$ cat src/hw/dc_pkg.sv
package dc_pkg;

  ////////////////////////////////////////////////////////////
  // Widths
  ////////////////////////////////////////////////////////////

  localparam int CtrlAddrWidth = 8;
  localparam int TimingWidth   = 16;
  localparam int FbDimWidth    = 12;
  localparam int ColorWidth    = 24;

  // Word index of the register port, taken from address bits 7:2
  typedef enum logic [5:0] {
    reg_enable     = 6'h00,
    reg_polarity   = 6'h02,
    reg_h_total    = 6'h08,
    reg_h_end_disp = 6'h09,
    reg_h_srt_sync = 6'h0A,
    reg_h_end_sync = 6'h0B,
    reg_v_total    = 6'h0C,
    reg_v_end_disp = 6'h0D,
    reg_v_srt_sync = 6'h0E,
    reg_v_end_sync = 6'h0F,
    reg_fb_commit  = 6'h10,
    reg_fb_width   = 6'h14,
    reg_fb_height  = 6'h15,
    reg_fb_depth   = 6'h16,
    reg_bg_color   = 6'h18
  } dc_reg_e;

  // Committed framebuffer configuration
  typedef struct packed {
    logic [FbDimWidth-1:0] width;
    logic [FbDimWidth-1:0] height;
    logic                  depth;
    logic [ColorWidth-1:0] bg_color;
  } fb_cfg_t;

  ////////////////////////////////////////////////////////////
  // Reset defaults, 640x480 VGA
  ////////////////////////////////////////////////////////////

  localparam logic [TimingWidth-1:0] HTotalReset   = 16'd800;
  localparam logic [TimingWidth-1:0] HEndDispReset = 16'd640;
  localparam logic [TimingWidth-1:0] HSrtSyncReset = 16'd656;
  localparam logic [TimingWidth-1:0] HEndSyncReset = 16'd752;
  localparam logic [TimingWidth-1:0] VTotalReset   = 16'd525;
  localparam logic [TimingWidth-1:0] VEndDispReset = 16'd480;
  localparam logic [TimingWidth-1:0] VSrtSyncReset = 16'd490;
  localparam logic [TimingWidth-1:0] VEndSyncReset = 16'd492;

  localparam fb_cfg_t FbCfgReset = '{
    width:    12'd640,
    height:   12'd480,
    depth:    1'b0,
    bg_color: 24'hFFFFFF
  };

endpackage

$ cat src/hw/dc_pixel_fmt.sv
`timescale 1ns/1ps

module dc_pixel_fmt import dc_pkg::*; (
  input  logic        pixel_valid_i,
  input  logic        in_fb_i,
  input  logic        half_sel_i,
  input  fb_cfg_t     fb_cfg_i,
  input  logic [31:0] rd_data_i,
  output logic [7:0]  red_o,
  output logic [7:0]  green_o,
  output logic [7:0]  blue_o
);

  // r5g6b5 to b8g8r8, low bits refilled from each channel's top bits
  function automatic logic [ColorWidth-1:0] unpack16(input logic [15:0] c);
    return {c[15:11], c[15:13], c[10:5], c[10:9], c[4:0], c[4:2]};
  endfunction

  logic [ColorWidth-1:0] color;
  logic [15:0]           half_word;

  assign half_word = half_sel_i ? rd_data_i[31:16] : rd_data_i[15:0];

  always_comb begin
    if (!pixel_valid_i) begin
      color = '0;
    end else if (!in_fb_i) begin
      color = fb_cfg_i.bg_color;
    end else if (fb_cfg_i.depth) begin
      color = unpack16(half_word);
    end else begin
      color = rd_data_i[ColorWidth-1:0];
    end
  end

  assign red_o   = color[7:0];
  assign green_o = color[15:8];
  assign blue_o  = color[23:16];

endmodule

$ cat config.mk
export PLATFORM = sky130hd
export DESIGN_NAME = dc_pixel_fmt
export DESIGN_NICKNAME = d
export VERILOG_FILES = /design/src/hw/dc_pkg.sv /design/src/hw/dc_pixel_fmt.sv
export SDC_FILE = /design/constraint.sdc
export NUM_CORES = 1
export LEC_CHECK = 0
export ABC_AREA = 1
export BUFFER_PORTS_ARGS = -buffer_cell sky130_fd_sc_hd__buf_2
export CORE_AREA = 2 2 61 45
export DETAILED_ROUTE_END_ITERATION = 10
export DIE_AREA = 0 0 63 47
export PLACE_DENSITY = 0.88
export SLEW_MARGIN = 20
export SYNTH_ARGS = -nofsm -noshare
export SYNTH_HDL_FRONTEND = slang
export SYNTH_SLANG_ARGS = --single-unit
$ cat constraint.sdc
create_clock -name vclk -period 1.8
set_input_delay 0.18 -clock vclk [all_inputs]
set_output_delay 0.18 -clock vclk [all_outputs]
set_load 0.02 [all_outputs]
== Word level (Yosys, flattened, before mapping) ==
Index checks and enable logic that the tools add are counted.
W data, S select, Z words.

* Flip-flop bits (word level): 0
* Latch bits: 0
* RAM bits: 0
* Memory bits (read-only): 0
* Input bits: 84
* Memories kept: 0

* Add/subtract/negate cells: 0
* $mul: 0
* Div/mod/pow operators: 0
* Magnitude comparators: 0
* Eq/ne operators: 0
* Shift operators: 0
* Mux-type cells: 4
* Bitwise operators: 0
* Reductions and logical operators: 0

{| class="wikitable"
|+ Operators by type and width
! kind !! number
|-
| $mux W24 || 3
|-
| $mux W16 || 1
|}

== Longest topological paths before layout ==
* Depth in word-level cells: 4
* Mapped depth: 6

== Worst setup path before layout ==
No wires, ideal clock.

* Path type: in2out
* From: input fb_cfg_i[24] (netlist name)
* To: output blue_o[0]
* Arrival: 0.928 ns
* Path slack: 0.692 ns
* Stages: 5
* Buffers on the path: 2
* Cells stage by stage: buf_6 > inv_4 > buf_4 > a21oi_1 > a21oi_1

* Longest elaborated chain between the ends: 3

{| class="wikitable"
|+ RTL lines
! item !! RTL line !! RTL
|-
| start, declared || dc_pixel_fmt.sv:7 || <nowiki>input fb_cfg_t fb_cfg_i,</nowiki>
|-
| $mux W24 || dc_pixel_fmt.sv:29 || <nowiki>end else if (fb_cfg_i.depth) begin</nowiki>
|-
| $mux W24 || dc_pixel_fmt.sv:27 || <nowiki>end else if (!in_fb_i) begin</nowiki>
|-
| $mux W24 || dc_pixel_fmt.sv:25 || <nowiki>if (!pixel_valid_i) begin</nowiki>
|-
| end, declared || dc_pixel_fmt.sv:11 || <nowiki>output logic [7:0] blue_o</nowiki>
|}

No other way between the ends.

== Worst setup path after layout ==
* From: input half_sel_i
* To: output red_o[6]

* Longest elaborated chain between the ends: 4

{| class="wikitable"
|+ RTL lines
! item !! RTL line !! RTL
|-
| start, declared || dc_pixel_fmt.sv:6 || <nowiki>input logic half_sel_i,</nowiki>
|-
| $mux W16 || dc_pixel_fmt.sv:22 || <nowiki>assign half_word = half_sel_i ? rd_data_i[31:16] : rd_data_i[15:0];</nowiki>
|-
| $mux W24 || dc_pixel_fmt.sv:29 ||
|-
| $mux W24 || dc_pixel_fmt.sv:27 ||
|-
| $mux W24 || dc_pixel_fmt.sv:25 ||
|-
| end, declared || dc_pixel_fmt.sv:9 || <nowiki>output logic [7:0] red_o,</nowiki>
|}

No other way between the ends.

==> summary.md <==
| Metric | Value |
|---|---|
| Placer Congestion | `0.727` |
| Pwr dens | `266 nW/um2` |
| Final setup fails | `0` |
| Slowest cell on the critical path | `buf_2` |
| Post-synth net total | `252` |
| Hold buffer count at CTS | `0` |
| Worst Hold Depth | `4` |
| Synth Warn # | `0` |
| Synth cell types | `13` |
| Final #Nets | `326` |
| Status | `finished clean` |
| PostCTS Resize Cnt | `0` |
| Pre-CTS setup slack | `0.427 ns` |
| Avg Inst Size Synth | `4.88 um2` |
| Hold_sp | `fb_cfg_i[5]` |
| Layout Cells excl Fill | `274` |
| Gr ovfl total | `0` |
| Post-Layout Inst Area | `1180 um2` |
| Crit. End Element | `primary output` |
| Detailed Route Iter0 Violations | `42` |
| Crit Path Category | `primary input to primary output` |
| Number of antenna violations at the first check in global routing | `0` |
| Worst Hold Class | `primary input to primary output` |
| Dpl hpwl | `2360 um` |
| Crit Path Max Fanout | `17` |
| Grt met3 use | `0.959%` |
| Critical path startpoint category | `primary input` |
| Fin crit share | `75.8%` |
| Core ar. | `2380 um2` |
| Largest net degree at the start of global routing | `25` |
| I/O pin total | `108` |
| DIE WIDTH | `63 um` |
| Final WS setup | `0.435 ns` |
| Placed Cells | `274` |
| Final Critical Period | `1.37 ns` |
| Met2 usage | `35.7%` |
| Post-DRT Antenna Nets | `0` |
| Crit-path cells | `buf_2 -> inv_4 -> nand2_1 -> nand3_1 -> a21oi_1 -> buf_2` |
| Clkbuf count | `0` |
| Relative slew slack | `72.6%` |
| # Post-CTS Setup Buffers | `0` |
| # diodes | `0` |
| Critical Path Most Common Cell | `buf_2` |
| Critical Path AT | `1.19 ns` |
| All-Layer GR Usage | `18.9%` |
| DR DRC count | `0` |
| Max Cap Viol | `0` |
| Worst Hold End | `red_o[5]` |
| Met1 usage | `26.0%` |
| TritonRoute pass-1 iters | `4` |
| Post-Synthesis Cells | `168` |
| Port Buffers | `84` |
| Register area | `0 um2` |
| Final hold viol count | `0` |
| Final Core Density | `49.6%` |
| VDD IR-drop max | `0.105 mV` |
| Post-synthesis sequential area ratio | `0%` |
| Number of global-route vias before repair | `1,058` |
| Layout cells sized above 1 | `38.3%` |
| Leakage power figure | `0.752 nW` |
| Die H | `47 um` |
| Power Total | `0.315 mW` |
| Row Count | `15` |
| Avg WL per Cell | `11.1 um` |
| Unrepaired setup endpoints after global routing | `false` |
| Initial Util | `34.4%` |
| Seq_cells | `0` |
| Slew Limit Fails | `0` |
| Fmax | `0.732 GHz` |
| Top Usage Layer GRT | `met2` |
| First-pass GRT wire length | `4600 um` |
| Routed via count | `1,304` |
| Required @ worst endpoint | `1.62 ns` |
| Tightest Pin Transition | `0.410 ns` |
| Full die area | `2960 um2` |
| Area grow syn2layout | `44.3%` |
| TNS Setup | `0 ns` |
| Total Routed Length | `3040 um` |
| CP max stage delay | `0.30 ns` |
| Netlist Area Pre-Place | `820 um2` |
| Placed cell area | `1180 um2` |
| Mean number of vias per cell | `4.76` |
| Hold_ws | `0.754 ns` |
power by group:
| group | leakage, nW | switching (mW) | internal [mW] |
|---|---|---|---|
| clock network | 0 | 0 | 0 |
| logic | 0.752 | 0.192 | 0.123 |
| registers | 0 | 0 | 0 |
| total | 0.752 | 0.192 | 0.123 |
per-layer routing:
metal	routed length [um]	share of wire, %
met5	0	0
met3	211	6.9
met2	1290	43
met1	1540	50
met4	0	0
critical path: cells and delay by family:
kind            cells  cell delay, ns
buf+inv             3            0.63
simple gates        2            0.21
compound gates      1            0.16
logic make-up after synthesis:
group | share of synthesized area, %
simple gates | 26.3
compound gates | 44.0
buf+inv | 29.8
worst max-delay path by stage:
stage | startpoint | end
2_1_floorplan | fb_cfg_i[24] | blue_o[0]
3_3_place_gp | half_sel_i | red_o[6]
3_5_place_dp | half_sel_i | red_o[1]
4_1_cts | half_sel_i | red_o[1]
5_1_grt | half_sel_i | red_o[2]
6_report | half_sel_i | red_o[6]
area by class of cell:
cell class	count	area (um2)
inverter	35	136
tap	34	42.5
fill	273	1200
multi-input combinational	120	576
timing repair buffer	85	428
cells in the final DEF, fill, tap and decap left out, drive strengths merged:
cell	instances
o21ai	24
inv	35
a21oi	48
buf	85
nand2	32
nand3	16
synth_stat cells (all sizes together):
library cell   n  share of area [%]
clkbuf         4                2.1
buf            9                 11
o21ai         24                 15
nand2         32                 15
inv           35                 17
a21oi         48                 29
nand3         16                 11
Power figures use the tool's default switching activity.
