`src/hw/dc_pkg.sv`:
```
package dc_pkg;

  ////////////////////////////////////////////////////////////
  // Widths
  ////////////////////////////////////////////////////////////

  localparam int CtrlAddrWidth = 8;
  localparam int TimingWidth   = 16;
  localparam int FbDimWidth    = 12;
  localparam int ColorWidth    = 24;

  // Word index of the register port, taken from address bits 7:2
  typedef enum logic [5:0] {
    reg_enable     = 6'h00,
    reg_polarity   = 6'h02,
    reg_h_total    = 6'h08,
    reg_h_end_disp = 6'h09,
    reg_h_srt_sync = 6'h0A,
    reg_h_end_sync = 6'h0B,
    reg_v_total    = 6'h0C,
    reg_v_end_disp = 6'h0D,
    reg_v_srt_sync = 6'h0E,
    reg_v_end_sync = 6'h0F,
    reg_fb_commit  = 6'h10,
    reg_fb_width   = 6'h14,
    reg_fb_height  = 6'h15,
    reg_fb_depth   = 6'h16,
    reg_bg_color   = 6'h18
  } dc_reg_e;

  // Committed framebuffer configuration
  typedef struct packed {
    logic [FbDimWidth-1:0] width;
    logic [FbDimWidth-1:0] height;
    logic                  depth;
    logic [ColorWidth-1:0] bg_color;
  } fb_cfg_t;

  ////////////////////////////////////////////////////////////
  // Reset defaults, 640x480 VGA
  ////////////////////////////////////////////////////////////

  localparam logic [TimingWidth-1:0] HTotalReset   = 16'd800;
  localparam logic [TimingWidth-1:0] HEndDispReset = 16'd640;
  localparam logic [TimingWidth-1:0] HSrtSyncReset = 16'd656;
  localparam logic [TimingWidth-1:0] HEndSyncReset = 16'd752;
  localparam logic [TimingWidth-1:0] VTotalReset   = 16'd525;
  localparam logic [TimingWidth-1:0] VEndDispReset = 16'd480;
  localparam logic [TimingWidth-1:0] VSrtSyncReset = 16'd490;
  localparam logic [TimingWidth-1:0] VEndSyncReset = 16'd492;

  localparam fb_cfg_t FbCfgReset = '{
    width:    12'd640,
    height:   12'd480,
    depth:    1'b0,
    bg_color: 24'hFFFFFF
  };

endpackage

```
`src/hw/dc_timing_if.sv`:
```
`timescale 1ns/1ps

// Video timing configuration, register block to timing generator
interface dc_timing_if import dc_pkg::*; ();

  logic [TimingWidth-1:0] h_total;
  logic [TimingWidth-1:0] h_end_disp;
  logic [TimingWidth-1:0] h_srt_sync;
  logic [TimingWidth-1:0] h_end_sync;
  logic [TimingWidth-1:0] v_total;
  logic [TimingWidth-1:0] v_end_disp;
  logic [TimingWidth-1:0] v_srt_sync;
  logic [TimingWidth-1:0] v_end_sync;
  logic                   hsync_pol;
  logic                   vsync_pol;

  modport regs (
    output h_total, h_end_disp, h_srt_sync, h_end_sync,
    output v_total, v_end_disp, v_srt_sync, v_end_sync,
    output hsync_pol, vsync_pol
  );

  modport gen (
    input h_total, h_end_disp, h_srt_sync, h_end_sync,
    input v_total, v_end_disp, v_srt_sync, v_end_sync,
    input hsync_pol, vsync_pol
  );

endinterface

```
`src/hw/dc_timing_gen.sv`:
```
`timescale 1ns/1ps

module dc_timing_gen import dc_pkg::*; #(
  parameter int LineWords = 1024
) (
  input  logic                         pxl_clk_i,
  input  logic                         rst_ni,
  input  logic                         display_en_i,
  dc_timing_if.gen                     tim,
  input  fb_cfg_t                      fb_cfg_i,

  output logic                         display_active_o,
  output logic                         end_of_frame_o,
  output logic                         hsync_o,
  output logic                         vsync_o,
  output logic                         pixel_valid_o,
  output logic                         in_fb_o,
  output logic                         half_sel_o,
  output logic                         rd_en_o,
  output logic [$clog2(LineWords):0]   rd_addr_o
);

  localparam int WordAddrWidth = $clog2(LineWords);

  logic [TimingWidth-1:0] h_counter;
  logic [TimingWidth-1:0] v_counter;
  logic [TimingWidth-1:0] h_last;
  logic [TimingWidth-1:0] v_last;
  logic [TimingWidth-1:0] v_last_disp;
  logic                   hsync;
  logic                   vsync;
  logic                   video_enable;
  logic                   end_of_frame_d;

  assign h_last      = tim.h_total - 1'b1;
  assign v_last      = tim.v_total - 1'b1;
  assign v_last_disp = tim.v_end_disp - 1'b1;

  // Counters sit at zero while the display is off
  always_ff @(posedge pxl_clk_i or negedge rst_ni) begin
    if (!rst_ni) begin
      h_counter <= '0;
      v_counter <= '0;
    end else if (!display_en_i) begin
      h_counter <= '0;
      v_counter <= '0;
    end else if (h_counter == h_last) begin
      h_counter <= '0;
      v_counter <= (v_counter == v_last) ? '0 : v_counter + 1'b1;
    end else begin
      h_counter <= h_counter + 1'b1;
    end
  end

  always_comb begin
    hsync          = 1'b0;
    vsync          = 1'b0;
    video_enable   = 1'b0;
    end_of_frame_d = 1'b0;
    rd_en_o        = 1'b0;
    if (display_en_i) begin
      hsync = (h_counter >= tim.h_srt_sync && h_counter < tim.h_end_sync) ?
              !tim.hsync_pol : tim.hsync_pol;
      vsync = (v_counter >= tim.v_srt_sync && v_counter < tim.v_end_sync) ?
              !tim.vsync_pol : tim.vsync_pol;
      video_enable   = h_counter < tim.h_end_disp && v_counter < tim.v_end_disp;
      end_of_frame_d = h_counter == tim.h_end_disp && v_counter == v_last_disp;
      rd_en_o = h_counter < TimingWidth'(fb_cfg_i.width) &&
                v_counter < TimingWidth'(fb_cfg_i.height);
    end
  end

  // Line half from v bit 0, two pixels per word at depth 1
  assign rd_addr_o = {v_counter[0], fb_cfg_i.depth ? h_counter[WordAddrWidth:1]
                                                   : h_counter[WordAddrWidth-1:0]};

  ////////////////////////////////////////////////////////////
  // Outputs, one cycle behind the counters
  ////////////////////////////////////////////////////////////

  always_ff @(posedge pxl_clk_i or negedge rst_ni) begin
    if (!rst_ni) begin
      display_active_o <= 1'b0;
      end_of_frame_o   <= 1'b0;
      hsync_o          <= 1'b0;
      vsync_o          <= 1'b0;
      pixel_valid_o    <= 1'b0;
      in_fb_o          <= 1'b0;
      half_sel_o       <= 1'b0;
    end else begin
      display_active_o <= display_en_i;
      end_of_frame_o   <= end_of_frame_d;
      hsync_o          <= hsync;
      vsync_o          <= vsync;
      pixel_valid_o    <= video_enable;
      in_fb_o          <= rd_en_o;
      half_sel_o       <= h_counter[0];
    end
  end

endmodule

```
`src/flat_wrapper.sv`:
```
// flat-port wrapper written by rule: the top's interface ports become plain ports
module dc_timing_gen_flat import dc_pkg::*;
#(
  parameter int LineWords = 1024
)
  (pxl_clk_i, rst_ni, display_en_i, fb_cfg_i, display_active_o, end_of_frame_o, hsync_o, vsync_o, pixel_valid_o, in_fb_o, half_sel_o, rd_en_o, rd_addr_o, tim_h_total, tim_h_end_disp, tim_h_srt_sync, tim_h_end_sync, tim_v_total, tim_v_end_disp, tim_v_srt_sync, tim_v_end_sync, tim_hsync_pol, tim_vsync_pol);
  dc_timing_if tim_i ();
  input  logic pxl_clk_i;
  input  logic rst_ni;
  input  logic display_en_i;
  input  fb_cfg_t fb_cfg_i;
  output logic display_active_o;
  output logic end_of_frame_o;
  output logic hsync_o;
  output logic vsync_o;
  output logic pixel_valid_o;
  output logic in_fb_o;
  output logic half_sel_o;
  output logic rd_en_o;
  output logic [$clog2(LineWords):0] rd_addr_o;
  input wire logic [$bits(tim_i.h_total)-1:0] tim_h_total;
  input wire logic [$bits(tim_i.h_end_disp)-1:0] tim_h_end_disp;
  input wire logic [$bits(tim_i.h_srt_sync)-1:0] tim_h_srt_sync;
  input wire logic [$bits(tim_i.h_end_sync)-1:0] tim_h_end_sync;
  input wire logic [$bits(tim_i.v_total)-1:0] tim_v_total;
  input wire logic [$bits(tim_i.v_end_disp)-1:0] tim_v_end_disp;
  input wire logic [$bits(tim_i.v_srt_sync)-1:0] tim_v_srt_sync;
  input wire logic [$bits(tim_i.v_end_sync)-1:0] tim_v_end_sync;
  input wire logic [$bits(tim_i.hsync_pol)-1:0] tim_hsync_pol;
  input wire logic [$bits(tim_i.vsync_pol)-1:0] tim_vsync_pol;
  assign tim_i.h_total = tim_h_total;
  assign tim_i.h_end_disp = tim_h_end_disp;
  assign tim_i.h_srt_sync = tim_h_srt_sync;
  assign tim_i.h_end_sync = tim_h_end_sync;
  assign tim_i.v_total = tim_v_total;
  assign tim_i.v_end_disp = tim_v_end_disp;
  assign tim_i.v_srt_sync = tim_v_srt_sync;
  assign tim_i.v_end_sync = tim_v_end_sync;
  assign tim_i.hsync_pol = tim_hsync_pol;
  assign tim_i.vsync_pol = tim_vsync_pol;
  dc_timing_gen #(.LineWords(LineWords)) u_core (.pxl_clk_i(pxl_clk_i), .rst_ni(rst_ni), .display_en_i(display_en_i), .tim(tim_i), .fb_cfg_i(fb_cfg_i), .display_active_o(display_active_o), .end_of_frame_o(end_of_frame_o), .hsync_o(hsync_o), .vsync_o(vsync_o), .pixel_valid_o(pixel_valid_o), .in_fb_o(in_fb_o), .half_sel_o(half_sel_o), .rd_en_o(rd_en_o), .rd_addr_o(rd_addr_o));
endmodule
```
`config.mk`:
```
export PLATFORM = sky130hd
export DESIGN_NAME = dc_timing_gen_flat
export DESIGN_NICKNAME = d
export VERILOG_FILES = /design/src/hw/dc_pkg.sv /design/src/hw/dc_timing_if.sv /design/src/hw/dc_timing_gen.sv /design/src/flat_wrapper.sv
export SDC_FILE = /design/constraint.sdc
export NUM_CORES = 1
export LEC_CHECK = 0
export BUFFER_PORTS_ARGS = -buffer_cell sky130_fd_sc_hd__buf_4
export CORE_MARGIN = 2
export CORE_UTILIZATION = 48
export DETAILED_ROUTE_END_ITERATION = 16
export GPL_TIMING_DRIVEN = 0
export PLACE_DENSITY = 0.86
export SKIP_CTS_REPAIR_TIMING = 1
export SLEW_MARGIN = 20
export SYNTH_ARGS = -nofsm -noshare
export SYNTH_HDL_FRONTEND = slang
export SYNTH_SLANG_ARGS = --single-unit
```
`constraint.sdc`:
```
create_clock -name pxl_clk_i -period 2.3 [get_ports pxl_clk_i]
set_input_delay 0.23 -clock pxl_clk_i [delete_from_list [all_inputs] [get_ports pxl_clk_i]]
set_output_delay 0.23 -clock pxl_clk_i [all_outputs]
set_load 0.005 [all_outputs]
```
# Word-level counts from Yosys, hierarchy flattened
# Cells that the tools add are included.
dict set report totals {
  regBits 39
  inputBits 182
}
dict set report classes {
  add_sub_neg 5
  order_cmp 8
  eq_ne 5
  muxes 13
  reduce_logical 7
}
# operator count
set ops {}
lappend ops {{16-bit 2-to-1 mux} 5}
lappend ops {{16-bit == test} 4}
lappend ops {{16-bit < comparator} 4}
lappend ops {{16-bit by 1-bit subtractor with 16-bit output (second input constant)} 3}
lappend ops {{16-bit by 1-bit adder with 16-bit output (second input constant)} 2}
lappend ops {{16-bit >= comparator} 2}
lappend ops {{16-bit by 12-bit < comparator with 1-bit output} 2}
lappend ops {{10-bit 2-to-1 mux} 1}
lappend ops {{1-bit 2-to-1 mux} 7}
lappend ops {{1-bit logical AND} 5}
lappend ops {{1-bit zero test} 2}
lappend ops {{2-bit by 1-bit != test with 1-bit output (second input constant)} 1}

# Depth between registers and ports, before layout
dict set report logic_depth {
  depth_word 5
  ltp_mapped 12
  depth_no_buf 10
}

# Worst setup path before layout
# No wires, ideal clock.
dict set report synth_path {
  path_kind {input port to flip-flop}
  start {in tim_h_total[0]}
  end {reg u_core.v_counter[6]}
  setup_ps 121
  arrival_ps 2453
  slack_ps -274
  stages 11
  path_buffers 1
  cell_sequence {inv_1 ha_1 or4b_1 a2111oi_0 nor3_1 a2111oi_1 nand4_1 nand2_1 buf_4 o21ai_0 a22o_1}
}
dict set report synth_via {
  elab_chain_len 3
}
# item line_no
set synth_lines {}
lappend synth_lines {{start, declared} flat_wrapper.sv:21} ;# input wire logic [$bits(tim_i.h_total)-1:0] tim_h_total;
lappend synth_lines {{16-bit by 1-bit subtractor with 16-bit output} dc_timing_gen.sv:35} ;# assign h_last = tim.h_total - 1'b1;
lappend synth_lines {{16-bit == test} dc_timing_gen.sv:47} ;# end else if (h_counter == h_last) begin
lappend synth_lines {{2-bit by 1-bit != test with 1-bit output (no line)} -}
lappend synth_lines {{end signal, assigned} dc_timing_gen.sv:49} ;# v_counter <= (v_counter == v_last) ? '0 : v_counter + 1'b1;
lappend synth_lines {{end, declared} dc_timing_gen.sv:26} ;# logic [TimingWidth-1:0] v_counter;
# Every way passes these cells.
# A chain may end at the register's enable or synchronous reset.

# Worst setup path after layout
dict set report layout_path {
  start {reg u_core.v_counter[1]}
  end {out rd_en_o}
}
dict set report layout_via {
  elab_chain_len 3
}
# item line_no
set layout_lines {}
lappend layout_lines {{16-bit by 12-bit < comparator with 1-bit output} dc_timing_gen.sv:69} ;# v_counter < TimingWidth'(fb_cfg_i.height);
lappend layout_lines {{1-bit logical AND} dc_timing_gen.sv:68} ;# rd_en_o = h_counter < TimingWidth'(fb_cfg_i.width) &&
lappend layout_lines {{1-bit 2-to-1 mux} dc_timing_gen.sv:61} ;# if (display_en_i) begin
lappend layout_lines {{end, declared} flat_wrapper.sv:19} ;# output logic rd_en_o;
# Every way passes these cells.

==> summary.txt <==
Critical Path AT: 2.62 ns
Slew Limit Fails: 0
Fin nets: 1339
F_max: 351 MHz
DR pass1 iterations: 5
Required @ worst endpoint: 2.07 ns
Global-route wire length before repair: 30.6 mm
R2R Setup Slk: -0.36 ns
Clk pwr share: 0.330
Power Internal: 1.71 mW
Initial DRC Count: 482
Clk pin slew, worst setup/hold paths: 0.07 ns
Post-Syn Nets: 1114
Routed Antenna Nets: 0
Comb power frac: 0.379
Max clock buf depth: 2
# diodes: 0
R2R Path End: u_core.v_counter[6]
Total Die Area: 14200 um^2
Sequential Area: 1000 um^2
Critical Path End Type: output pin
Critical path class: register to output pin
Vias in the first global route: 6507
Min-delay src: display_en_i
H-tree depth: 2
Core Rows: 42
Worst-Margin Slew: 0.700 ns
Prevailing post-synth register cell: dfrtp_1
Multi-input logic area: 5240 um^2
Synth Area per Inst: 7.85 um^2
Share of the synthesized area in the top cell type: 0.238
Biggest regs: u_core.h_counter: 16 flops, u_core.v_counter: 16 flops
Sequential area share after synthesis: 0.153
Worst VDD drop: 0.000270 V
# IOs: 201
Slew headroom: 0.530
Vias: 7182
Status: finished, violations left
Total clock sinks: 39
Routed WL: 22.4 mm
Synth Warn #: 0
Leak Pwr: 4.81 nW
Vias/cell: 5.92
Final Hold Fails: 0
Distinct cells, synth: 65
Clk_lat worst skew: 0.29 ns
Share of layout cells above drive strength 1: 0.331
Violated checks: setup timing
Final setup margin: -0.547 ns
Starting Density: 0.487
FF+latch count, synth: 39
Hold path depth: 1
Die width: 119 um
IO Port Bufs: 174
Hold Path End: u_core.display_active_o
Net Sw Frac: 0.327
NetSw: 0.833 mW
Seq pwr share: 0.291
Max Cap Viol: 0
Worst hold path type: primary input to register
Crit path time final: 2.85 ns
Fill count: 969
Global-route usage over all layers: 0.266
Post-synth EDFFs: 0
Startpoint types: register
P per Cell Area: 282 nW/um^2
Congestion Overflow GR: 0
Core area: 13100 um^2
Cells after Synth: 811
Final GP Congestion: 0.932
Worst R2R Start: u_core.v_counter[7]
Worst-path maximum fanout: 6
Synth top area cells: ha_1, dfrtp_1, inv_1
DIE HEIGHT: 119 um
Post-DP HPWL: 15.5 mm
DRC errors left: 0
CTS tree: done
FFs w/ async S/R, synth: 1.00
WL/cell: 18.5 um
Post-synth top area cell: ha_1
Root Driver: clkbuf_16
TritonCTS buffer count: 5
TNS Setup: -9.24 ns
Final setup viols: 34
P&R area growth vs syn: 41.9%
Hold WS: 0.0709 ns
RSZ-0062 raised after global routing: true
Fin crit share: 1.24
Initial antenna violation count: 0
Reg2Reg Depth: 11
Cell Area, Synth: 6370 um^2
Largest net degree at the start of global routing: 40
Setup Skew: 0.00431 ns
Worst Setup SP: u_core.v_counter[1]
==> final cells by class <==
cell class                      count  area share
Multi-Input combinational cell    622       0.580
Timing Repair Buffer              219       0.193
Sequential cell                    39       0.111
Clock buffer                        5      0.0139
Buffer                             23      0.0202
Tap cell                          176      0.0244
Inverter                          126      0.0535
Clock inverter                      3     0.00485
==> logic make-up after synthesis <==
group                      share of synthesized area
adders and majority gates                      0.238
AOI/OAI and AO/OA                              0.182
and+or+nand+nor                                0.212
buffers and inverters                         0.0941
DFF                                            0.153
xor gates and xnor gates                      0.0991
muxes                                         0.0208
==> critical path, cell delays in order (launching register included) <==
cell       delay (ns)
dfrtp_2          0.49
ha_4             0.26
a21o_1           0.14
a21o_1           0.16
a21o_1           0.16
a211oi_2         0.18
o21bai_1         0.12
a21o_1           0.23
a2111oi_4        0.41
buf_4            0.18
==> placed cells by master (no fill, tap or decap), types with 6 or more instances in the layout <==
cell and n:
buf_4 209, inv_1 122, ha_1 118, a21oi_1 39, xnor2_1 39, nor2_1 38
o21ai_0 28, xor2_1 27, nand4_1 26, nand3_1 24, nor2b_1 23, a21o_1 23
nand2_1 22, dfrtp_2 20, and3_1 19, dfrtp_1 19, nor3_1 18, buf_6 12
a22o_1 12, mux2_2 10, nand2b_1 10, nor2_4 10, o21ai_2 10, clkbuf_16 7
clkbuf_1 6, nor4_1 6, o211ai_1 6
==> cells in the mapped netlist, types with 3 or more instances <==
cell       number
inv_1         126
ha_1          121
nor2_1         52
xnor2_1        44
a21oi_1        40
dfrtp_1        39
o21ai_0        36
xor2_1         28
nand4_1        26
nand3_1        24
a21o_1         23
nand2_1        23
nor2b_1        23
nor3_1         20
and3_1         19
clkbuf_1       15
a22o_1         12
nand2b_1       11
mux2_2         10
nor4_1          9
a211oi_1        7
o21ai_1         7
o211ai_1        6
a31oi_1         5
buf_4           5
or3_1           5
a211o_1         4
a21boi_0        4
and4_1          4
nand3b_1        4
o22ai_1         4
o31ai_1         4
and2_1          3
o2111ai_1       3
o21a_1          3
or4_1           3
==> power by group through the flow <==
| stage | clock network, mW | registers, mW | logic (mW) |
|---|---|---|---|
| after CTS | 0.834 | 0.745 | 0.814 |
| after global routing | 0.860 | 0.740 | 1.05 |
| after detailed placement | 0 | 0.758 | 0.808 |
| after global placement | 0 | 0.756 | 0.780 |
| after floorplan | 0 | 0.738 | 0.423 |
| final | 0.841 | 0.740 | 0.965 |
==> per-stage QoR <==
step                setup WS [ns]  utilization  cells  area (um^2)  total power, mW
floorplan                  -0.144            -    811         6480             1.16
global placement           -0.858        0.612   1161         8010             1.54
detailed placement         -0.957        0.612   1161         8010             1.57
CTS                        -0.874        0.625   1169         8180             2.39
global route               -0.576        0.690   1213         9030             2.65
finish                     -0.547        0.690   1213         9030             2.55
==> worst max path at each step <==
stage,to,slack (ns)
finish,rd_en_o,-0.55
detailed placement,u_core.v_counter[6],-0.96
global route,rd_en_o,-0.58
CTS,rd_en_o,-0.87
global placement,u_core.v_counter[6],-0.86
floorplan,u_core.v_counter[1],-0.14
==> routing by layer <==
metal | part of all wire | global-route usage
met1 | 0.38 | 0.315
met2 | 0.49 | 0.473
met3 | 0.083 | 0.0436
met4 | 0.046 | 0.117
met5 | 0 | 0
(Power assumes the default switching activity.)
