==> config.mk <==
export PLATFORM = sky130hd
export DESIGN_NAME = dc_ctrl_regs_flat
export DESIGN_NICKNAME = d
export VERILOG_FILES = /design/src/hw/dc_pkg.sv /design/src/hw/dc_timing_if.sv /design/src/hw/dc_ctrl_regs.sv /design/src/flat_wrapper.sv
export SDC_FILE = /design/constraint.sdc
export NUM_CORES = 1
export LEC_CHECK = 0
export CORE_ASPECT_RATIO = 0.75
export CORE_MARGIN = 2
export CORE_UTILIZATION = 45
export DETAILED_ROUTE_END_ITERATION = 16
export DONT_BUFFER_PORTS = 1
export PLACE_DENSITY_LB_ADDON = 0.05
export SYNTH_ARGS = -nofsm -noshare
export SYNTH_HDL_FRONTEND = slang
export SYNTH_SLANG_ARGS = --single-unit
export TNS_END_PERCENT = 5
==> constraint.sdc <==
create_clock -name pxl_clk_i -period 1.8 [get_ports pxl_clk_i]
set_clock_uncertainty 0.1 [all_clocks]
set_input_delay 0.09 -clock pxl_clk_i [delete_from_list [all_inputs] [get_ports pxl_clk_i]]
set_output_delay 0.09 -clock pxl_clk_i [all_outputs]
set_load 0.02 [all_outputs]
==> src/hw/dc_pkg.sv <==
package dc_pkg;

  ////////////////////////////////////////////////////////////
  // Widths
  ////////////////////////////////////////////////////////////

  localparam int CtrlAddrWidth = 8;
  localparam int TimingWidth   = 16;
  localparam int FbDimWidth    = 12;
  localparam int ColorWidth    = 24;

  // Word index of the register port, taken from address bits 7:2
  typedef enum logic [5:0] {
    reg_enable     = 6'h00,
    reg_polarity   = 6'h02,
    reg_h_total    = 6'h08,
    reg_h_end_disp = 6'h09,
    reg_h_srt_sync = 6'h0A,
    reg_h_end_sync = 6'h0B,
    reg_v_total    = 6'h0C,
    reg_v_end_disp = 6'h0D,
    reg_v_srt_sync = 6'h0E,
    reg_v_end_sync = 6'h0F,
    reg_fb_commit  = 6'h10,
    reg_fb_width   = 6'h14,
    reg_fb_height  = 6'h15,
    reg_fb_depth   = 6'h16,
    reg_bg_color   = 6'h18
  } dc_reg_e;

  // Committed framebuffer configuration
  typedef struct packed {
    logic [FbDimWidth-1:0] width;
    logic [FbDimWidth-1:0] height;
    logic                  depth;
    logic [ColorWidth-1:0] bg_color;
  } fb_cfg_t;

  ////////////////////////////////////////////////////////////
  // Reset defaults, 640x480 VGA
  ////////////////////////////////////////////////////////////

  localparam logic [TimingWidth-1:0] HTotalReset   = 16'd800;
  localparam logic [TimingWidth-1:0] HEndDispReset = 16'd640;
  localparam logic [TimingWidth-1:0] HSrtSyncReset = 16'd656;
  localparam logic [TimingWidth-1:0] HEndSyncReset = 16'd752;
  localparam logic [TimingWidth-1:0] VTotalReset   = 16'd525;
  localparam logic [TimingWidth-1:0] VEndDispReset = 16'd480;
  localparam logic [TimingWidth-1:0] VSrtSyncReset = 16'd490;
  localparam logic [TimingWidth-1:0] VEndSyncReset = 16'd492;

  localparam fb_cfg_t FbCfgReset = '{
    width:    12'd640,
    height:   12'd480,
    depth:    1'b0,
    bg_color: 24'hFFFFFF
  };

endpackage

==> src/hw/dc_timing_if.sv <==
`timescale 1ns/1ps

// Video timing configuration, register block to timing generator
interface dc_timing_if import dc_pkg::*; ();

  logic [TimingWidth-1:0] h_total;
  logic [TimingWidth-1:0] h_end_disp;
  logic [TimingWidth-1:0] h_srt_sync;
  logic [TimingWidth-1:0] h_end_sync;
  logic [TimingWidth-1:0] v_total;
  logic [TimingWidth-1:0] v_end_disp;
  logic [TimingWidth-1:0] v_srt_sync;
  logic [TimingWidth-1:0] v_end_sync;
  logic                   hsync_pol;
  logic                   vsync_pol;

  modport regs (
    output h_total, h_end_disp, h_srt_sync, h_end_sync,
    output v_total, v_end_disp, v_srt_sync, v_end_sync,
    output hsync_pol, vsync_pol
  );

  modport gen (
    input h_total, h_end_disp, h_srt_sync, h_end_sync,
    input v_total, v_end_disp, v_srt_sync, v_end_sync,
    input hsync_pol, vsync_pol
  );

endinterface

==> src/hw/dc_ctrl_regs.sv <==
`timescale 1ns/1ps

module dc_ctrl_regs import dc_pkg::*; (
  input  logic                     pxl_clk_i,
  input  logic                     rst_ni,

  input  logic                     ctrl_en_i,
  input  logic                     ctrl_we_i,
  input  logic [CtrlAddrWidth-1:0] ctrl_addr_i,
  input  logic [31:0]              ctrl_wdata_i,
  output logic [31:0]              ctrl_rdata_o,

  input  logic                     display_active_i,
  input  logic                     end_of_frame_i,
  output logic                     display_en_o,
  output fb_cfg_t                  fb_cfg_o,

  dc_timing_if.regs                tim
);

  dc_reg_e word_idx;
  logic    fb_commit;
  fb_cfg_t fb_pending;
  logic    allow_timing_change;

  assign word_idx = dc_reg_e'(ctrl_addr_i[CtrlAddrWidth-1:2]);

  // Timing only changes with the display fully stopped
  assign allow_timing_change = !display_en_o && !display_active_i;

  ////////////////////////////////////////////////////////////
  // Register writes and commit
  ////////////////////////////////////////////////////////////

  always_ff @(posedge pxl_clk_i or negedge rst_ni) begin
    if (!rst_ni) begin
      display_en_o   <= 1'b0;
      tim.hsync_pol  <= 1'b1;
      tim.vsync_pol  <= 1'b1;
      tim.h_total    <= HTotalReset;
      tim.h_end_disp <= HEndDispReset;
      tim.h_srt_sync <= HSrtSyncReset;
      tim.h_end_sync <= HEndSyncReset;
      tim.v_total    <= VTotalReset;
      tim.v_end_disp <= VEndDispReset;
      tim.v_srt_sync <= VSrtSyncReset;
      tim.v_end_sync <= VEndSyncReset;
      fb_commit      <= 1'b0;
      fb_pending     <= FbCfgReset;
      fb_cfg_o       <= FbCfgReset;
    end else begin
      // Pending values go live between frames
      if (end_of_frame_i && fb_commit) begin
        fb_cfg_o  <= fb_pending;
        fb_commit <= 1'b0;
      end

      if (ctrl_en_i && ctrl_we_i) begin
        if (allow_timing_change) begin
          case (word_idx)
            reg_polarity: begin
              tim.vsync_pol <= ctrl_wdata_i[1];
              tim.hsync_pol <= ctrl_wdata_i[0];
            end
            reg_h_total:    tim.h_total    <= ctrl_wdata_i[TimingWidth-1:0];
            reg_h_end_disp: tim.h_end_disp <= ctrl_wdata_i[TimingWidth-1:0];
            reg_h_srt_sync: tim.h_srt_sync <= ctrl_wdata_i[TimingWidth-1:0];
            reg_h_end_sync: tim.h_end_sync <= ctrl_wdata_i[TimingWidth-1:0];
            reg_v_total:    tim.v_total    <= ctrl_wdata_i[TimingWidth-1:0];
            reg_v_end_disp: tim.v_end_disp <= ctrl_wdata_i[TimingWidth-1:0];
            reg_v_srt_sync: tim.v_srt_sync <= ctrl_wdata_i[TimingWidth-1:0];
            reg_v_end_sync: tim.v_end_sync <= ctrl_wdata_i[TimingWidth-1:0];
            default: ;
          endcase
        end

        case (word_idx)
          reg_enable:     display_en_o        <= ctrl_wdata_i[0];
          reg_fb_commit:  fb_commit           <= ctrl_wdata_i[0];
          reg_fb_width:   fb_pending.width    <= ctrl_wdata_i[FbDimWidth-1:0];
          reg_fb_height:  fb_pending.height   <= ctrl_wdata_i[FbDimWidth-1:0];
          reg_fb_depth:   fb_pending.depth    <= ctrl_wdata_i[0];
          reg_bg_color:   fb_pending.bg_color <= ctrl_wdata_i[ColorWidth-1:0];
          default: ;
        endcase
      end
    end
  end

  ////////////////////////////////////////////////////////////
  // Read mux
  ////////////////////////////////////////////////////////////

  always_ff @(posedge pxl_clk_i or negedge rst_ni) begin
    if (!rst_ni) begin
      ctrl_rdata_o <= '0;
    end else if (ctrl_en_i) begin
      case (word_idx)
        reg_enable:     ctrl_rdata_o <= 32'(display_active_i);
        reg_polarity:   ctrl_rdata_o <= 32'({tim.vsync_pol, tim.hsync_pol});
        reg_h_total:    ctrl_rdata_o <= 32'(tim.h_total);
        reg_h_end_disp: ctrl_rdata_o <= 32'(tim.h_end_disp);
        reg_h_srt_sync: ctrl_rdata_o <= 32'(tim.h_srt_sync);
        reg_h_end_sync: ctrl_rdata_o <= 32'(tim.h_end_sync);
        reg_v_total:    ctrl_rdata_o <= 32'(tim.v_total);
        reg_v_end_disp: ctrl_rdata_o <= 32'(tim.v_end_disp);
        reg_v_srt_sync: ctrl_rdata_o <= 32'(tim.v_srt_sync);
        reg_v_end_sync: ctrl_rdata_o <= 32'(tim.v_end_sync);
        reg_fb_commit:  ctrl_rdata_o <= 32'(fb_commit);
        // Committed values, not the pending ones
        reg_fb_width:   ctrl_rdata_o <= 32'(fb_cfg_o.width);
        reg_fb_height:  ctrl_rdata_o <= 32'(fb_cfg_o.height);
        reg_fb_depth:   ctrl_rdata_o <= 32'(fb_cfg_o.depth);
        reg_bg_color:   ctrl_rdata_o <= 32'(fb_cfg_o.bg_color);
        default:        ctrl_rdata_o <= '0;
      endcase
    end
  end

endmodule

==> src/flat_wrapper.sv <==
// flat-port wrapper written by rule: the top's interface ports become plain ports
module dc_ctrl_regs_flat import dc_pkg::*;
  (pxl_clk_i, rst_ni, ctrl_en_i, ctrl_we_i, ctrl_addr_i, ctrl_wdata_i, ctrl_rdata_o, display_active_i, end_of_frame_i, display_en_o, fb_cfg_o, tim_h_total, tim_h_end_disp, tim_h_srt_sync, tim_h_end_sync, tim_v_total, tim_v_end_disp, tim_v_srt_sync, tim_v_end_sync, tim_hsync_pol, tim_vsync_pol);
  dc_timing_if tim_i ();
  input  logic pxl_clk_i;
  input  logic rst_ni;
  input  logic ctrl_en_i;
  input  logic ctrl_we_i;
  input  logic [CtrlAddrWidth-1:0] ctrl_addr_i;
  input  logic [31:0] ctrl_wdata_i;
  output logic [31:0] ctrl_rdata_o;
  input  logic display_active_i;
  input  logic end_of_frame_i;
  output logic display_en_o;
  output fb_cfg_t fb_cfg_o;
  output wire logic [$bits(tim_i.h_total)-1:0] tim_h_total;
  output wire logic [$bits(tim_i.h_end_disp)-1:0] tim_h_end_disp;
  output wire logic [$bits(tim_i.h_srt_sync)-1:0] tim_h_srt_sync;
  output wire logic [$bits(tim_i.h_end_sync)-1:0] tim_h_end_sync;
  output wire logic [$bits(tim_i.v_total)-1:0] tim_v_total;
  output wire logic [$bits(tim_i.v_end_disp)-1:0] tim_v_end_disp;
  output wire logic [$bits(tim_i.v_srt_sync)-1:0] tim_v_srt_sync;
  output wire logic [$bits(tim_i.v_end_sync)-1:0] tim_v_end_sync;
  output wire logic [$bits(tim_i.hsync_pol)-1:0] tim_hsync_pol;
  output wire logic [$bits(tim_i.vsync_pol)-1:0] tim_vsync_pol;
  assign tim_h_total = tim_i.h_total;
  assign tim_h_end_disp = tim_i.h_end_disp;
  assign tim_h_srt_sync = tim_i.h_srt_sync;
  assign tim_h_end_sync = tim_i.h_end_sync;
  assign tim_v_total = tim_i.v_total;
  assign tim_v_end_disp = tim_i.v_end_disp;
  assign tim_v_srt_sync = tim_i.v_srt_sync;
  assign tim_v_end_sync = tim_i.v_end_sync;
  assign tim_hsync_pol = tim_i.hsync_pol;
  assign tim_vsync_pol = tim_i.vsync_pol;
  dc_ctrl_regs u_core (.pxl_clk_i(pxl_clk_i), .rst_ni(rst_ni), .ctrl_en_i(ctrl_en_i), .ctrl_we_i(ctrl_we_i), .ctrl_addr_i(ctrl_addr_i), .ctrl_wdata_i(ctrl_wdata_i), .ctrl_rdata_o(ctrl_rdata_o), .display_active_i(display_active_i), .end_of_frame_i(end_of_frame_i), .display_en_o(display_en_o), .fb_cfg_o(fb_cfg_o), .tim(tim_i));
endmodule
# --- Word level (Yosys, flattened, before mapping) ---
# Index checks and enable logic that the tools add are counted.
totals:
  out_inout_bits: 212
  ff_bits: 262
  elab_cells: 59
  inputBits: 46
classes:
  muxes: 4
  eq_ne: 14
  n_reduce_logical: 20
ops:
  columns: ["cell", "n"]
  rows:
  - ["$pmux W24 S15", 1]
  - ["$eq A6 B4 Y1 const B", 8]
  - ["$eq A6 B5 Y1 const B", 5]
  - ["$reduce_and A3 Y1", 9]
  - ["$reduce_and A2 Y1", 5]
  - ["$eq A6 B2 Y1 const B", 1]
  - ["$logic_not A6 Y1", 1]
  - ["$logic_and A1 B1 Y1", 3]
  - ["$mux W1", 3]
  - ["$logic_not A1 Y1", 2]

# --- Longest topological paths before layout ---
depth:
  word_depth: 4
  mapped_depth: 8
  ltp_nobuf: 5

# --- Least setup slack after synthesis ---
# OpenSTA, ideal clock, no wires.
synth_timing:
  kind: "flip-flop to flip-flop"
  startpoint: "register u_core.display_en_o"
  endpoint: "register u_core.tim.h_end_sync[12]"
  path_stages_with_launch: 6
  setup_ns: 0.125
  required_time_ns: 1.575
  slack_ns: -0.066
  path_buffers: 2
  synth_period_minus_slack_ns: 1.866
  arrival_time_ns: 1.642
  cell_sequence: "dfrtp_1 > nor3_4 > and2_1 > buf_4 > buf_4 > mux2_2"
synth_between:
  elab_chain_len: 3
synth_lines:
  columns: ["item", "line", "rtl"]
  rows:
  - ["start, declared", "dc_ctrl_regs.sv:15", "output logic display_en_o,"]
  - ["start signal, assigned", "dc_ctrl_regs.sv:78", "reg_enable: display_en_o <= ctrl_wdata_i[0];"]
  - ["$logic_not A1 Y1", "dc_ctrl_regs.sv:29", "assign allow_timing_change = !display_en_o && !display_active_i;"]
  - ["$logic_and A1 B1 Y1", "dc_ctrl_regs.sv:29", null]
  - ["$reduce_and A3 Y1 (no line)", null, null]
  - ["end signal, assigned", "dc_ctrl_regs.sv:43", "tim.h_end_sync <= HEndSyncReset;"]
  - ["end signal, assigned", "dc_ctrl_regs.sv:68", "reg_h_end_sync: tim.h_end_sync <= ctrl_wdata_i[TimingWidth-1:0];"]
  - ["end, declared", "dc_timing_if.sv:18", "output h_total, h_end_disp, h_srt_sync, h_end_sync,"]
# Every way passes these cells.
# A chain may end at the register's enable or synchronous reset.

# --- Worst setup path after layout ---
layout_timing:
  startpoint: "input port ctrl_addr_i[4]"
  endpoint: "register u_core.fb_pending[35] (netlist bit)"
layout_between:
  elab_chain_len: 2
layout_lines:
  columns: ["item", "line", "rtl"]
  rows:
  - ["start, declared", "flat_wrapper.sv:9", "input logic [CtrlAddrWidth-1:0] ctrl_addr_i;"]
  - ["$eq A6 B5 Y1", "dc_ctrl_regs.sv:77", "case (word_idx)"]
  - ["$reduce_and A2 Y1 (no line)", null, null]
  - ["end signal, assigned", "dc_ctrl_regs.sv:49", "fb_pending <= FbCfgReset;"]
  - ["end, declared", "dc_ctrl_regs.sv:23", "fb_cfg_t fb_pending;"]
# Every way passes these cells.

==> impl_results.md <==
- Antenna-violating nets left: 0
- Metal3 WL: 3840 um
- Num CTS Buffers: 27
- R2r startpoint: u_core.display_en_o
- Gate Count Post-Synth: 765
- Via density: 5.95
- Mapped Area: 0.0111 mm2
- CP Cell Sequence: dlygate4sd3_1, and4bb_2, nor2b_1, and2b_1, buf_12, mux2_2
- Worst hold slack: -833 ps
- Count leader, synth: mux2_2
- Global route total overflow: 0
- GRT Resource Usage Total: 0.265
- Synthesized area per cell: 14.4 um2
- Post-synth top area share: 0.360
- Placeable Area: 0.0240 mm2
- Pwr Total: 12.6 mW
- Post-CTS setup repair buffer count: 0
- Setup-failing EPs final: 0
- Fmax: 559 MHz
- PnR worst setup slack: 12.0 ps
- Failing checks: hold timing
- Final Instance Count excl. Fillers: 1,216
- Layout Cell Area excl Fill: 0.0132 mm2
- Period utilization: 0.993
- Total negative setup slack: 0 ps
- Top flop regs: u_core.fb_cfg_o: 49 flops, u_core.fb_pending: 49 flops, u_core.ctrl_rdata_o: 24 flops
- VDD IR-drop max: 0.824 mV
- HP Class: in2async
- Async set or reset register ratio after synthesis: 1.00
- Crit end category: flip-flop
- # IOs: 258
- Max_cap viols: 0
- Placed Cells: 1,128
- Setup WS pre-CTS: -46.4 ps
- Drt total wl: 34,100 um
- Hold_buf cts: 38
- Largest net degree at the start of global routing: 255
- Slowest stage cell, crit path: dlygate4sd3_1
- Starting DRT DRC Count: 407
- Yosys top cell by area: dfrtp_1
- First-pass GRT wire length: 50,900 um
- Worst skew pair latency: 530 ps
- Sequential-to-total area share from yosys stat: 0.586
- Die width: 185 um
- Synth cell types: 56
- FF-to-FF End: u_core.tim.v_srt_sync[10]
- Met2 wire length: 15,600 um
- Share of the core filled with cells: 0.550
- Power Density: 951 mW/mm2
- Clock slew at reported path FFs: 60 ps
- Buf/Inv on CP: 2
- RePlAce Congestion: 0.806
- Crit path max-delay family: simple AND/OR/NAND/NOR gates
- Final critical-path required period: 1790 ps
- M1 WL: 14,100 um
- Worst Tran Pin Value: 584 ps
- TritonCTS clock tree: done
- #FFs+latches synth: 254
- Slew Viols, Final: 0
- Relative slew slack: 0.610
- Root Buffer: clkbuf_16
- Post-synth top flop: dfrtp_1
- PortBufs: 0
- Crit path depth: 6
- Crit path DAT: 2090 ps
- H-tree levels: 1
- Placed cell areas: 0.0120 mm2
- Worst reg2reg setup slack: 70 ps
- Worst Setup Start Kind: primary input
- Top sig layer: met5
- Vias in the first global route: 7,593
- DRC viols: 0
- DRT Pass-1 Iters: 7
- Hold Fails Final Rpt: 265
- Die area: 0.0258 mm2
- Clock Path Buffers: 3
- Area Growth Syn to Fin: 19.7%
- Number of synthesized flops with an enable pin: 0
- Layout cells sized above 1: 0.549
- Detailed placement HPWL: 23,400 um
- Synth top area cells: dfrtp_1, mux2_2, dfstp_2
- CP Class: in2reg
- Die Y: 140 um
- Antenna violations before repair: 2
- Max stage delay on crit path: 600 ps
- Via count of the routed design: 7,239
- Nets: 910
- RSZ-0062 raised after global routing: yes
- Outcome: finished with violations
- CP Data Required Time: 2100 ps
- Crit path max fanout: 10
- Synth top cells by count: mux2_2, dfrtp_1, dfstp_2, a22oi_1, nand2_1
- Clk sinks: 254
- WL/cell: 28.1 um
- Initial Util: 0.460
- Synth warnings: 0
- R2r worst-path depth: 5
- Row count: 49
- Leak pwr: 6.01 nW
==> routing by layer <==
layer,GRT usage,vias to the layer above
met3,0.102,37
met5,0,-
met4,0.0439,2
met1,0.360,3839
met2,0.411,310
li1,-,3051
==> power breakdown <==
part | switching (mW) | leakage [nW] | total (mW) | internal (mW)
Combinational | 0.311 | 2.41 | 0.654 | 0.343
Sequential | 0.364 | 3.18 | 6.40 | 6.03
Clock | 2.24 | 0.415 | 5.53 | 3.29
==> worst reg2reg max path: stages, from the launching register on <==
cell and delay, ps:
dfrtp_2 430, nor3_4 260, buf_4 190, nand2_1 100, buf_4 230, mux2_2 300
==> cell families after synthesis <==
logic type / Yosys count / share of synthesized area
flip-flops: 254 / 0.586
multiplexers: 250 / 0.258
AO/OA/AOI/OAI: 109 / 0.0785
AND/OR/NAND/NOR: 84 / 0.0478
buffers and inverters: 67 / 0.0298
other: 1 / 0.000339
==> cells in the final DEF, fill, tap and decap left out, drive strengths merged, types with 4 or more instances in the layout <==
master / n
nor3: 5
conb: 8
and3: 5
a41oi: 4
a32oi: 7
nor2b: 4
a22o: 13
dlygate4sd3: 37
o2bb2ai: 4
a31oi: 4
nor2: 12
mux4: 4
a21oi: 5
nand2: 31
clkinv: 4
inv: 4
mux2: 236
a21o: 4
clkbuf: 40
mux2i: 10
a2bb2oi: 4
a222oi: 7
buf: 87
a22oi: 41
nand2b: 4
dfstp: 95
dfrtp: 159
and2: 4
a211o: 4
==> worst max path at each step <==
| stage | slack, ps | end | start |
|---|---|---|---|
| floorplan | -10 | u_core.tim.h_end_sync[12] | u_core.display_en_o |
| global placement | -10 | u_core.tim.h_end_sync[10] | ctrl_addr_i[7] |
| detailed placement | -50 | u_core.tim.h_end_sync[2] | ctrl_addr_i[7] |
| CTS | 30 | u_core.tim.hsync_pol | ctrl_addr_i[5] |
| global route | -4 | u_core.ctrl_rdata_o[5] | ctrl_addr_i[7] |
| finish | 10 | u_core.fb_pending[35] | ctrl_addr_i[4] |
==> cell type report <==
type,instances,area (um2)
repair buffers,125,1150
clock inverters,9,128
inverters,5,18.8
diodes,1,2.50
well taps,331,414
fillers,1997,10800
clock buffers,40,744
flip-flops and latches,254,6480
multi-input cells,451,4300
==> repair_timing <==
action                     4_1_cts  5_1_grt
resized for setup                0        4
hold endpoints to repair       481      263
setup endpoints to repair        0        3
Note: power is estimated with default switching activity, not from simulation.
